===== config.mk =====
export PLATFORM = sky130hd
export DESIGN_NAME = cam_int_top
export DESIGN_NICKNAME = d
export VERILOG_FILES = /design/src/source/cam_int_pkg.sv /design/src/source/cam_int_top.sv /design/src/source/frame_qualifier.sv /design/src/source/int_pacer.sv /design/src/source/int_reg_file.sv /design/src/source/int_status.sv
export VERILOG_INCLUDE_DIRS = /design/src /design/src/source
export SDC_FILE = /design/constraint.sdc
export NUM_CORES = 1
export LEC_CHECK = 0
export ABC_CLOCK_PERIOD_IN_PS = 2100
export BUFFER_PORTS_ARGS = -buffer_cell sky130_fd_sc_hd__buf_2
export CAP_MARGIN = 20
export CORE_UTILIZATION = 52
export DETAILED_ROUTE_END_ITERATION = 16
export PLACE_DENSITY = 0.76
export SYNTH_ARGS = -nofsm -noshare
export SYNTH_HDL_FRONTEND = slang
export SYNTH_HIERARCHICAL = 1
export SYNTH_SLANG_ARGS = --single-unit

===== constraint.sdc =====
create_clock -name clk -period 2.1 [get_ports clk]
set_input_delay 0.21 -clock clk [delete_from_list [all_inputs] [get_ports clk]]
set_output_delay 0.21 -clock clk [all_outputs]
set_load 0.02 [all_outputs]

===== src/source/cam_int_defs.svh =====
`ifndef CAM_INT_DEFS_SVH
`define CAM_INT_DEFS_SVH

// ----------------------------------------
// register map
// ----------------------------------------
// control word, read and write
`define CAM_INT_ADDR_CTRL    2'd0
// write one to clear, reads as zero
`define CAM_INT_ADDR_CLEAR   2'd1
// reported in 1:0, pending in 3:2
`define CAM_INT_ADDR_STATUS  2'd2

// ----------------------------------------
// timing
// ----------------------------------------
// minimum spacing between pin pulses, 50 ms at 72 MHz
`define CAM_INT_INTERVAL_DFLT  3600000

// pin pulse width in clk cycles, 222 ns at 72 MHz
`define CAM_INT_PULSE_CYCLES   16

`endif


===== src/source/cam_int_pkg.sv =====
package cam_int_pkg;

	// ----------------------------------------
	// control register
	// ----------------------------------------
	// bit 3 acq_start, bit 2 stream_en, bit 1 en_grey, bit 0 en_wb
	typedef struct packed {
		logic acq_start;
		logic stream_en;
		logic en_grey;
		logic en_wb;
	} cam_ctrl_t;

	// one bit per source, bit 0 grey, bit 1 white balance
	typedef logic [1:0] int_vec_t;

	// single-cycle register access, no handshake
	typedef struct packed {
		logic        wr;
		logic        rd;
		logic [1:0]  addr;
		logic [31:0] wdata;
	} reg_req_t;

	// ----------------------------------------
	// write word views
	// ----------------------------------------
	typedef struct packed {
		logic [27:0] rsvd;
		cam_ctrl_t   ctrl;
	} ctrl_word_t;

	typedef struct packed {
		logic [29:0] rsvd;
		int_vec_t    bits;
	} clr_word_t;

	// same bus word, meaning chosen by address
	typedef union packed {
		logic [31:0] raw;
		ctrl_word_t  ctrl;
		clr_word_t   clr;
	} reg_word_u;

	// frame events toward status and pacer
	typedef struct packed {
		logic full_frame;
		logic fall_d0;
		logic fall_d1;
	} frame_evt_t;

endpackage


===== src/source/cam_int_top.sv =====
`timescale 1ns/100ps

`include "cam_int_defs.svh"

module cam_int_top
	import cam_int_pkg::*;
#(
	parameter int INTERVAL = `CAM_INT_INTERVAL_DFLT
) (
	input  logic        clk,
	input  logic        i_rst_n,
	// frame valid, already in the clk domain
	input  logic        i_fval,
	input  reg_req_t    i_req,
	output logic [31:0] o_rdata,
	// active high, to the host
	output logic        o_interrupt
);

	cam_ctrl_t  ctrl;
	int_vec_t   clr;
	frame_evt_t evt;
	int_vec_t   pending;
	int_vec_t   reported;
	logic       int_issue;

	// ----------------------------------------
	// frame qualification
	// ----------------------------------------
	frame_qualifier u_frame_qualifier (
		.clk     (clk),
		.i_rst_n (i_rst_n),
		.i_fval  (i_fval),
		.i_ctrl  (ctrl),
		.o_evt   (evt)
	);

	// ----------------------------------------
	// internal and interface status
	// ----------------------------------------
	int_status u_int_status (
		.clk         (clk),
		.i_rst_n     (i_rst_n),
		.i_ctrl      (ctrl),
		.i_evt       (evt),
		.i_clr       (clr),
		.i_int_issue (int_issue),
		.o_pending   (pending),
		.o_reported  (reported)
	);

	// interval and pin stretch
	int_pacer #(
		.INTERVAL (INTERVAL)
	) u_int_pacer (
		.clk         (clk),
		.i_rst_n     (i_rst_n),
		.i_evt       (evt),
		.i_pending   (pending),
		.o_int_issue (int_issue),
		.o_interrupt (o_interrupt)
	);

	// register front end
	int_reg_file u_int_reg_file (
		.clk        (clk),
		.i_rst_n    (i_rst_n),
		.i_req      (i_req),
		.i_pending  (pending),
		.i_reported (reported),
		.o_ctrl     (ctrl),
		.o_clr      (clr),
		.o_rdata    (o_rdata)
	);

endmodule


===== src/source/frame_qualifier.sv =====
`timescale 1ns/100ps

module frame_qualifier
	import cam_int_pkg::*;
(
	input  logic       clk,
	input  logic       i_rst_n,
	input  logic       i_fval,
	input  cam_ctrl_t  i_ctrl,
	output frame_evt_t o_evt
);

	// two-stage frame valid history
	logic [1:0] fval_hist;
	// registered edges
	logic       fval_rise;
	logic       fval_fall;
	// rise seen under enable
	logic       rise_seen;
	logic       full_frame;
	logic       fall_d0;
	logic       fall_d1;
	logic       stream_on;

	// both acquisition and stream must be on
	assign stream_on = i_ctrl.acq_start & i_ctrl.stream_en;

	// ----------------------------------------
	// edge detect
	// ----------------------------------------
	always_ff @(posedge clk) begin
		if (!i_rst_n) begin
			fval_hist <= 2'b00;
			fval_rise <= 1'b0;
			fval_fall <= 1'b0;
			fall_d0   <= 1'b0;
			fall_d1   <= 1'b0;
		end else begin
			fval_hist <= {fval_hist[0], i_fval};
			// edges land one cycle after the history shows them
			fval_rise <= (fval_hist == 2'b01);
			fval_fall <= (fval_hist == 2'b10);
			// d0 orders the status stage, d1 the issue stage
			fall_d0   <= fval_fall;
			fall_d1   <= fall_d0;
		end
	end

	// ----------------------------------------
	// complete frame tracking
	// ----------------------------------------
	// a frame already running when enables come on has no rise here
	always_ff @(posedge clk) begin
		if (!i_rst_n || !stream_on) begin
			rise_seen <= 1'b0;
		end else if (fval_rise) begin
			rise_seen <= 1'b1;
		end
	end

	// only a fall after a qualified rise completes a frame
	always_ff @(posedge clk) begin
		if (!i_rst_n || !stream_on || !rise_seen) begin
			full_frame <= 1'b0;
		end else if (fval_fall) begin
			full_frame <= 1'b1;
		end
	end

	assign o_evt.full_frame = full_frame;
	assign o_evt.fall_d0    = fall_d0;
	assign o_evt.fall_d1    = fall_d1;

endmodule


===== src/source/int_pacer.sv =====
`timescale 1ns/100ps

`include "cam_int_defs.svh"

module int_pacer
	import cam_int_pkg::*;
#(
	parameter int INTERVAL = `CAM_INT_INTERVAL_DFLT
) (
	input  logic       clk,
	input  logic       i_rst_n,
	input  frame_evt_t i_evt,
	input  int_vec_t   i_pending,
	output logic       o_int_issue,
	output logic       o_interrupt
);

	localparam int CNT_W   = $clog2(INTERVAL + 1);
	localparam int PULSE   = `CAM_INT_PULSE_CYCLES;
	localparam int PULSE_W = $clog2(PULSE + 1);

	// ----------------------------------------
	// interval
	// ----------------------------------------
	// time since last issue, holds at INTERVAL
	logic [CNT_W-1:0]   gap_cnt;
	logic               time_up;
	logic               int_issue;
	// pin stretch, idles at PULSE
	logic [PULSE_W-1:0] pulse_cnt;
	logic               int_pin;

	// starts saturated so the first good frame end fires
	always_ff @(posedge clk) begin
		if (!i_rst_n) begin
			gap_cnt <= CNT_W'(INTERVAL);
		end else if (int_issue) begin
			gap_cnt <= '0;
		end else if (gap_cnt != CNT_W'(INTERVAL)) begin
			gap_cnt <= gap_cnt + 1'b1;
		end
	end

	always_ff @(posedge clk) begin
		if (!i_rst_n) begin
			time_up <= 1'b1;
		end else begin
			time_up <= (gap_cnt == CNT_W'(INTERVAL));
		end
	end

	// ----------------------------------------
	// issue decision
	// ----------------------------------------
	// frame ends inside the interval are dropped, not queued
	always_ff @(posedge clk) begin
		if (!i_rst_n) begin
			int_issue <= 1'b0;
		end else begin
			int_issue <= time_up & i_evt.fall_d1 & (|i_pending);
		end
	end

	// ----------------------------------------
	// pulse stretch
	// ----------------------------------------
	always_ff @(posedge clk) begin
		if (!i_rst_n) begin
			pulse_cnt <= PULSE_W'(PULSE);
		end else if (int_issue) begin
			pulse_cnt <= '0;
		end else if (pulse_cnt != PULSE_W'(PULSE)) begin
			pulse_cnt <= pulse_cnt + 1'b1;
		end
	end

	// high while the stretch counter runs, one stage late
	always_ff @(posedge clk) begin
		if (!i_rst_n) begin
			int_pin <= 1'b0;
		end else begin
			int_pin <= (pulse_cnt != PULSE_W'(PULSE));
		end
	end

	assign o_int_issue = int_issue;
	assign o_interrupt = int_pin;

endmodule


===== src/source/int_reg_file.sv =====
`timescale 1ns/100ps

`include "cam_int_defs.svh"

module int_reg_file
	import cam_int_pkg::*;
(
	input  logic        clk,
	input  logic        i_rst_n,
	input  reg_req_t    i_req,
	input  int_vec_t    i_pending,
	input  int_vec_t    i_reported,
	output cam_ctrl_t   o_ctrl,
	output int_vec_t    o_clr,
	output logic [31:0] o_rdata
);

	// incoming write word, two decodes
	reg_word_u   wr_word;
	logic        wr_ctrl;
	logic        wr_clear;
	cam_ctrl_t   ctrl_q;
	int_vec_t    clr_q;
	// read mux ahead of the data register
	logic [31:0] rd_mux;
	logic [31:0] rdata_q;

	assign wr_word.raw = i_req.wdata;
	assign wr_ctrl     = i_req.wr && (i_req.addr == `CAM_INT_ADDR_CTRL);
	assign wr_clear    = i_req.wr && (i_req.addr == `CAM_INT_ADDR_CLEAR);

	// ----------------------------------------
	// control register
	// ----------------------------------------
	always_ff @(posedge clk) begin
		if (!i_rst_n) begin
			ctrl_q <= '0;
		end else if (wr_ctrl) begin
			ctrl_q <= wr_word.ctrl.ctrl;
		end
	end

	// ----------------------------------------
	// clear strobes
	// ----------------------------------------
	// one cycle, only the bits written as one
	always_ff @(posedge clk) begin
		if (!i_rst_n) begin
			clr_q <= '0;
		end else if (wr_clear) begin
			clr_q <= wr_word.clr.bits;
		end else begin
			clr_q <= '0;
		end
	end

	// ----------------------------------------
	// read back
	// ----------------------------------------
	always_comb begin
		rd_mux = '0;
		case (i_req.addr)
			`CAM_INT_ADDR_CTRL: begin
				rd_mux = {28'd0, ctrl_q};
			end
			`CAM_INT_ADDR_STATUS: begin
				// pending above reported
				rd_mux = {28'd0, i_pending, i_reported};
			end
			// clear and unused addresses read zero
			default: begin
				rd_mux = '0;
			end
		endcase
	end

	// data one cycle after rd, held until the next read
	always_ff @(posedge clk) begin
		if (i_req.rd) begin
			rdata_q <= rd_mux;
		end
	end

	assign o_ctrl  = ctrl_q;
	assign o_clr   = clr_q;
	assign o_rdata = rdata_q;

endmodule


===== src/source/int_status.sv =====
`timescale 1ns/100ps

module int_status
	import cam_int_pkg::*;
(
	input  logic       clk,
	input  logic       i_rst_n,
	input  cam_ctrl_t  i_ctrl,
	input  frame_evt_t i_evt,
	// one-cycle write-one clear
	input  int_vec_t   i_clr,
	// pin pulse decided this cycle
	input  logic       i_int_issue,
	output int_vec_t   o_pending,
	output int_vec_t   o_reported
);

	// per-source enables, same bit order as int_vec_t
	int_vec_t src_en;
	// internal state, raised at frame end
	int_vec_t pending;
	// interface state, what software sees
	int_vec_t reported;

	assign src_en = {i_ctrl.en_wb, i_ctrl.en_grey};

	// ----------------------------------------
	// pending bits
	// ----------------------------------------
	// no complete frame or source off forces the bit low
	// frame end beats a clear in the same cycle
	always_ff @(posedge clk) begin
		if (!i_rst_n) begin
			pending <= '0;
		end else begin
			for (int j = 0; j < 2; j++) begin
				if (!i_evt.full_frame || !src_en[j]) begin
					pending[j] <= 1'b0;
				end else if (i_evt.fall_d0) begin
					pending[j] <= 1'b1;
				end else if (i_clr[j]) begin
					pending[j] <= 1'b0;
				end
			end
		end
	end

	// ----------------------------------------
	// reported bits
	// ----------------------------------------
	// latched only on a real pin pulse
	// so status lists exactly the sources behind it
	always_ff @(posedge clk) begin
		if (!i_rst_n) begin
			reported <= '0;
		end else begin
			for (int j = 0; j < 2; j++) begin
				if (!pending[j]) begin
					// follows pending down, incl. via clear
					reported[j] <= 1'b0;
				end else if (i_int_issue) begin
					reported[j] <= 1'b1;
				end
			end
		end
	end

	assign o_pending  = pending;
	assign o_reported = reported;

endmodule

Word-level counts from Yosys, hierarchy flattened
Cells that the tools add are included.
Word-level totals
  bits in latches: 0
  word-level logic and storage cells: 70
  bits in read-only memories: 0
  memory bits (writable): 0
  register bits after elaboration: 80
  input port bits: 39
  output and inout port bits: 33
  memories kept: 0
Operators by class
  mux-type cells: 9
  div/mod/pow operators: 0
  reduce and logical (&&, ||, !) cells: 24
  shift operators: 0
  bitwise gates (word level): 4
  equality and inequality tests: 7
  $mul: 0
  add/subtract/negate cells: 2
  order comparisons: 0
Operators by type and width (number)
  $mux W22: 2
  $add A22 B1 Y22 const B: 1
  $eq A22 B22 Y1 const B: 1
  $ne A22 B22 Y1 const B: 1
  $mux W5: 2
  $pmux W4 S2: 1
  $reduce_bool A2 Y1: 4
  $reduce_or A2 Y1: 4
  $logic_not A1 Y1: 6
  $reduce_and A2 Y1: 3
  $add A5 B1 Y5 const B: 1
  $ne A5 B5 Y1 const B: 1
  $eq A2 B1 Y1 const B: 2
  $eq A2 B2 Y1 const B: 2
  $logic_or A1 B1 Y1: 4
  $mux W1: 4
  $and A1 B1 Y1: 3
  $logic_and A1 B1 Y1: 2
  $logic_not A2 Y1: 1
  $not A1 Y1: 1

Depth between registers and ports, before layout
Gate-level depths: netlist of the first run.
  word-level depth: 4
  mapped depth: 5
  depth with buffers taken out: 5

By module
Netlist of the first run, hierarchy kept.
Modules (own cells, without submodules)
  int_pacer: cells each 163, seq. area each 600.6 um^2, area an instance 1497.7 um^2, instances 1
  int_reg_file: cells each 65, seq. area each 240.2 um^2, area an instance 639.4 um^2, instances 1
  frame_qualifier: cells each 23, seq. area each 160.2 um^2, area an instance 246.5 um^2, instances 1
  int_status: cells each 13, seq. area each 80.1 um^2, area an instance 136.4 um^2, instances 1

Worst setup path after synthesis of the first run
OpenSTA, ideal clock, no wires.
  kind: register to register
  from: register u_int_pacer.gap_cnt[0]
  to: register u_int_pacer.gap_cnt[18]
  path slack: 494 ps
  cell stages (with the launch flop): 6
  required time: 2036 ps
  clock period less this slack: 1606 ps
  setup time: 64 ps
  path buffers: 0
  arrival: 1542 ps
  cell sequence: dfxtp_1 ha_1 and4_1 nand4_4 or4_1 nand4_1
Between the ends
  word-level cells in the longest chain between the ends: 3
  elaborated cells on any way between the ends: 5
  those cells by class: add/sub: 1; eq/ne: 1; mux: 2; reduce/logical: 1
Ends and longest elaborated chain
  from (decl): line int_pacer.sv:26  | logic [CNT_W-1:0] gap_cnt;
  from (signal assigned): line int_pacer.sv:36  | gap_cnt <= CNT_W'(INTERVAL);
  from (signal assigned): line int_pacer.sv:40  | gap_cnt <= gap_cnt + 1'b1;
  $add A22 B1 Y22: line int_pacer.sv:40
  $mux W22: line int_pacer.sv:39  | end else if (gap_cnt != CNT_W'(INTERVAL)) begin
  $mux W22: line int_pacer.sv:37  | end else if (int_issue) begin
Parallel ways exist; a longest one is shown, timed or not. The select of a mux whose other input is x is not followed.
A chain may end at the register's enable or synchronous reset.

Worst setup path in the final report of the first run
Ends and elaborated chain as after synthesis.

==> results of run 1 <==
==> final timing paths <==
path,startpoint,to,slack (ns),cells after the start
max,u_int_pacer/gap_cnt[0],u_int_pacer/gap_cnt[18],0.31,5
min,i_fval,u_frame_qualifier/fval_hist[0],0.09,2
max reg2reg,u_int_pacer/gap_cnt[0],u_int_pacer/gap_cnt[18],0.31,5
min reg2reg,u_frame_qualifier/fval_hist[0],u_frame_qualifier/fval_fall,0.41,1
==> metal layers <==
metal / global-route usage (%) / vias to the layer above / share of wire, %
li1: - / 887 / -
met1: 21.7 / 828 / 48
met2: 28.7 / 37 / 47
met3: 4.36 / 7 / 3.1
met4: 9.80 / 0 / 2.0
met5: 0 / - / 0
==> cell usage after synthesis (all sizes together), types with 2 or more instances <==
cell,number
and2,5
a21oi,7
nor4bb,2
edfxtp,4
or3,4
xor2,12
inv,9
buf,34
or4,3
dfxtp,48
mux2i,10
xnor2,4
clkbuf,4
nor2b,4
ha,4
and3,3
and2b,3
o211a,2
nor2,17
nand4,11
nand2,20
o21ai,13
and4,8
nand2b,4
nor3,5
nand3,14
==> power breakdown <==
part	switching [mW]	total (mW)	internal (mW)
sequential	0.0286	1.06	1.04
combinational	0.154	0.238	0.0848
clock	0.331	0.569	0.237
total	0.513	1.87	1.36
==> state kept, by name, indices dropped and copies added (netlist names) <==
| signal | cells |
|---|---|
| u_frame_qualifier/fall_d0 | 1 |
| u_int_pacer/o_interrupt | 1 |
| u_int_reg_file/o_rdata | 4 |
| u_frame_qualifier/rise_seen | 1 |
| u_int_reg_file/o_ctrl | 4 |
| u_frame_qualifier/fval_hist | 2 |
| u_int_pacer/gap_cnt | 22 |
| u_frame_qualifier/fval_rise | 1 |
| u_frame_qualifier/full_frame | 1 |
| u_int_status/o_pending | 2 |
| u_int_pacer/time_up | 1 |
| u_frame_qualifier/fall_d1 | 1 |
| u_int_pacer/o_int_issue | 1 |
| u_int_status/o_reported | 2 |
| u_int_reg_file/o_clr | 2 |
| u_frame_qualifier/fval_fall | 1 |
| u_int_pacer/pulse_cnt | 5 |
==> area by class of cell <==
type | count | area [um^2]
clock buffer | 6 | 72.6
clock inverter | 2 | 16.3
timing repair buffer | 19 | 105
multi-input combinational | 192 | 1220
sequential | 52 | 1080
fill | 400 | 1910
tap | 52 | 65.1
inverter | 9 | 33.8
==> logic make-up (layout without fill, tap and decap cells) <==
logic type	count (synthesis)	after routing	synth area share, %
AO/OA/AOI/OAI	24	24	5.71
other	1	28	0.149
buffers and inverters	47	36	12.5
flip-flops	52	52	42.9
multiplexers	10	10	3.97
AND/OR/NAND/NOR	110	110	27.2
adder cells (fa/ha/maj)	4	4	1.99
XOR/XNOR	16	16	5.56
==> metrics, run 1 <==
outcome finished, final reports clean; Static Leak 1.09 nW; antenna viol nets, final 0; Synth async-reset ratio 0%; commonest non-fill, non-tap cell in the layout dfxtp_1; wire per inst 12.5 um; Worst Path Max Fanout 5; htree depth 2; Synth Cell Area 2520 um^2; Slew Viols, Final 0; synth unique cells 45; number of synthesized flops with an enable pin 4; predominant post-synthesis flop cell dfxtp_1; critical path's slowest cell or4_1; most frequent cells in the layout dfxtp_1 (48), conb_1 (28), nand2_1 (20); GRT overflow 0; Area after DPL 2510 um^2; layout cell share with drive strength beyond 1 12.9%; Synth Warn # 6; Final Cycle Share 85.4%; CORE AREA 4500 um^2; FF+latch count, synth 52; Syn Inst Count 264; Hold Fails Final Rpt 0; post-CTS sizing 0; drt drc 0; Top Ports 72; Cell Pwr Density 720 nW/um^2; antenna violations before repair 0; Placed Instances 324; area grow syn2layout 3.13%; cell family with most CP delay simple AND/OR/NAND/NOR gates; worst slack at placement 0.316 ns; post-DP HPWL 2960 um; row cnt 24; maximum VDD drop 0.534 mV; nets@finish 322; die area 5130 um^2; Yosys top cell area share 38.1%; clk slew on worst S/H paths 0.09 ns; Synth area leader dfxtp_1; port bufs 15; Synth area leaders dfxtp_1 (38%), buf_4 (9.5%), edfxtp_1 (4.8%); TNS Setup 0 ns; clock tree from TritonCTS yes; CTS Root Cell clkbuf_8; Overall Global Routing Usage 17.7%; die width 71.6 um; max cap viols 0; Peak Freq 557 MHz; vias in the first global route 1631; Tmin final 1.79 ns; height of the die 71.6 um; Starting Density 55.9%; Required @ worst endpoint 2.36 ns; cts hold-fix bufs 0; WS Path Type flip-flop to flip-flop; Hold/Removal Path Class input pin to flip-flop; Final GP Congestion 0.785; post-route worst setup slack 0.306 ns; # diodes 0; Avg Inst Size Synth 9.55 um^2; DRT Pass-1 Iters 4; setup repair after global routing missed its margin no; post-CTS repair timing setup buffer count 0; Util after Layout 57.7%; Crit. End Element flip-flop; slowest stage delay, CP 0.49 ns; Sinks on Clock Net 52; CTS buffer count 5; critical path launch point type flip-flop; Finished Cell Area 2600 um^2; Clock Path Buffers 2; Vias 1759; Power Total 1.87 mW; Via density 5.30; First DRT Iteration DRCs 108; routed wire length 4150 um; CP cell instances ha_1, and4_1, nand4_4, or4_1, nand4_1; Max Clock Skew 0.00786 ns; Setup-failing EPs final 0; Fin Hold WS 0.0949 ns; first-pass GRT wire length 7040 um; crit path buf inv count 0; largest net degree at the start of global routing 36; Finished Layout Cells 332; sequential share of the synthesized area 42.9%; Clk Latency, worst-skew pair 0.31 ns; critical path arrival 2.05 ns
No activity file was read; power rests on OpenSTA's default activity.
==> inputs of run 2 (changes only) <==
--- a/config.mk
+++ b/config.mk
@@ -6,7 +6,7 @@
 export SDC_FILE = /design/constraint.sdc
 export NUM_CORES = 1
 export LEC_CHECK = 0
-export ABC_CLOCK_PERIOD_IN_PS = 2100
+export ABC_CLOCK_PERIOD_IN_PS = 1700
 export BUFFER_PORTS_ARGS = -buffer_cell sky130_fd_sc_hd__buf_2
 export CAP_MARGIN = 20
 export CORE_UTILIZATION = 52
==> constraint.sdc (replaced) <==
create_clock -name clk -period 1.7 [get_ports clk]
set_input_delay 0.17 -clock clk [delete_from_list [all_inputs] [get_ports clk]]
set_output_delay 0.17 -clock clk [all_outputs]
set_load 0.02 [all_outputs]
==> metrics, run 2 (synthesis results as in run 1) <==
Tmin final 1.60 ns (-0.190 ns); nets@finish 332 (+3.1%); post-DP HPWL 3090 um (+4.3%); Peak Freq 623 MHz (+12%); Seq pwr share 52.5% (-4.4 points); Final Cycle Share 94.4% (+8.9 points); Required @ worst endpoint 1.90 ns (-0.46 ns); Area after DPL 2580 um^2 (+3.0%); Comb pwr share 13.4% (+0.7 points); Cell Int Power 1.85 mW (+36%); # diodes 0 (unchanged); die area 5130 um^2 (unchanged); port bufs 15 (unchanged); Clock power frac 34.1% (+3.7 points); max cap viols 0 (unchanged); slowest stage delay, CP 0.55 ns (+0.06 ns); max reg flops 22 (unchanged); maximum VDD drop 0.527 mV (-1.3%); Slew Viols, Final 0 (unchanged); Final GP Congestion 0.897 (+14%); vias in the first global route 1682 (+3.1%); First DRT Iteration DRCs 124 (+15%); cell family with most CP delay simple AND/OR/NAND/NOR gates; Top Ports 72 (unchanged); Starting Density 55.9% (unchanged); CTS Root Cell clkbuf_8; GRT overflow 0 (unchanged); area grow syn2layout 7.20%; Regs by FF count u_int_pacer/gap_cnt (22), u_int_pacer/pulse_cnt (5); Clk Latency, worst-skew pair 0.31 ns (about the same); Cell Pwr Density 918 nW/um^2 (+27%); net switching power 0.635 mW (+24%); setup repair after global routing missed its margin no; critical path's slowest cell or4b_4; critical path arrival 1.80 ns (-0.25 ns); antenna violations before repair 0 (unchanged); post-CTS repair timing setup buffer count 0 (unchanged); WS Path Type flip-flop to flip-flop; Clock Path Buffers 2 (unchanged); Setup-failing EPs final 0 (unchanged); routed wire length 4210 um (+1.3%); CORE AREA 4500 um^2 (unchanged); largest net degree at the start of global routing 20 (-44%); Crit. End Element flip-flop; height of the die 71.6 um (unchanged); Vias 1812 (+3.0%); Sw Share 25.6% (-1.8 points); Worst Path Max Fanout 4 (-1); fill cell total of the finished layout 380 (-5.0%); first-pass GRT wire length 7160 um (+1.7%); Finished Cell Area 2700 um^2 (+3.9%); Overall Global Routing Usage 17.6% (-0.17 points); layout cell share with drive strength beyond 1 16.6% (+3.7 points); Static Leak 1.16 nW (+6.1%); clock tree from TritonCTS yes; clk slew on worst S/H paths 0.09 ns (about the same); Sinks on Clock Net 52 (unchanged); critical path launch point type flip-flop; Via density 5.30 (about the same); die width 71.6 um (unchanged); htree depth 2 (unchanged); TNS Setup 0 ns (unchanged); crit path buf inv count 0 (unchanged); Hold/Removal Path Class input pin to flip-flop; largest reg by FF count u_int_pacer/gap_cnt; outcome finished, final reports clean; row cnt 24 (unchanged); CTS buffer count 5 (unchanged); most frequent cells in the layout dfxtp_1 (47), conb_1 (28), nand2_1 (20); wire per inst 12.3 um (-1.6%); Max Clock Skew 0.00702 ns (-0.000832 ns); drt drc 0 (unchanged); CP cell instances or4b_4, or3_4, o211ai_2, a21oi_1; commonest non-fill, non-tap cell in the layout dfxtp_1; antenna viol nets, final 0 (unchanged); Hold Fails Final Rpt 0 (unchanged); DRT Pass-1 Iters 4 (unchanged)
[run 2: cell type report]
class	instances	area (um^2)	area share (%)
Tap cell	52	65.1	2.41
Multi-Input combinational cell	192	1230	45.5
Clock inverter	2	38.8	1.44
Timing Repair Buffer	29	180	6.67
Clock buffer	6	72.6	2.69
Sequential cell	52	1080	40.1
Inverter	9	33.8	1.25
[run 2: timing repair]
item                       in CTS  in global routing
gates resized for setup         0                  2
setup endpoints to repair       0                  2
hold buffers                    0                  0
[run 2: final timing paths]
kind                                                     start                        endpoint  slack, ns  depth (start not counted)
worst max-delay path                    u_int_pacer/gap_cnt[6]          u_int_pacer/gap_cnt[2]        0.1                          4
worst min-delay path                                    i_fval  u_frame_qualifier/fval_hist[0]       0.05                          2
worst max register to register          u_int_pacer/gap_cnt[6]          u_int_pacer/gap_cnt[2]        0.1                          4
worst min register to register  u_frame_qualifier/fval_hist[0]     u_frame_qualifier/fval_fall       0.44                          1
[run 2: routing by layer]
metal  wire length [um]  track usage (%)
met1               1990             21.8
met2               1980             29.6
met3                160             3.66
met4                 78             7.63
met5                  0                0
[run 2: per-stage QoR]
| stage | power, mW | cells | utilization [%] | setup slack, ns | hold slack [ns] |
|---|---|---|---|---|---|
| 2_1_floorplan | 1.62 | 291 | - | 0.0945 | 0.246 |
| 3_3_place_gp | 1.65 | 334 | 57.4 | 0.0721 | 0.369 |
| 3_5_place_dp | 1.66 | 334 | 57.4 | 0.0669 | 0.378 |
| 4_1_cts | 2.50 | 342 | 59.9 | 0.0465 | 0.0516 |
| 5_1_grt | 2.59 | 342 | 60.0 | 0.0228 | 0.0588 |
| 6_report | 2.48 | 342 | 60.0 | 0.0955 | 0.0542 |
[run 2: power groups by stage]
stage          sequential (mW)  combinational, mW  clock, mW
2_1_floorplan             1.35              0.276          0
3_3_place_gp              1.33              0.319          0
3_5_place_dp              1.33              0.330          0
4_1_cts                   1.30              0.330      0.869
5_1_grt                   1.31              0.369      0.908
6_report                  1.30              0.332      0.846
[run 2: worst register-to-register path, delay by kind of cell, from the launching register on]
| kind | cells | cell delay (ns) |
|---|---|---|
| AND/OR/NAND/NOR | 2 | 0.93 |
| AO/OA/AOI/OAI | 2 | 0.22 |
| flip-flops | 1 | 0.35 |
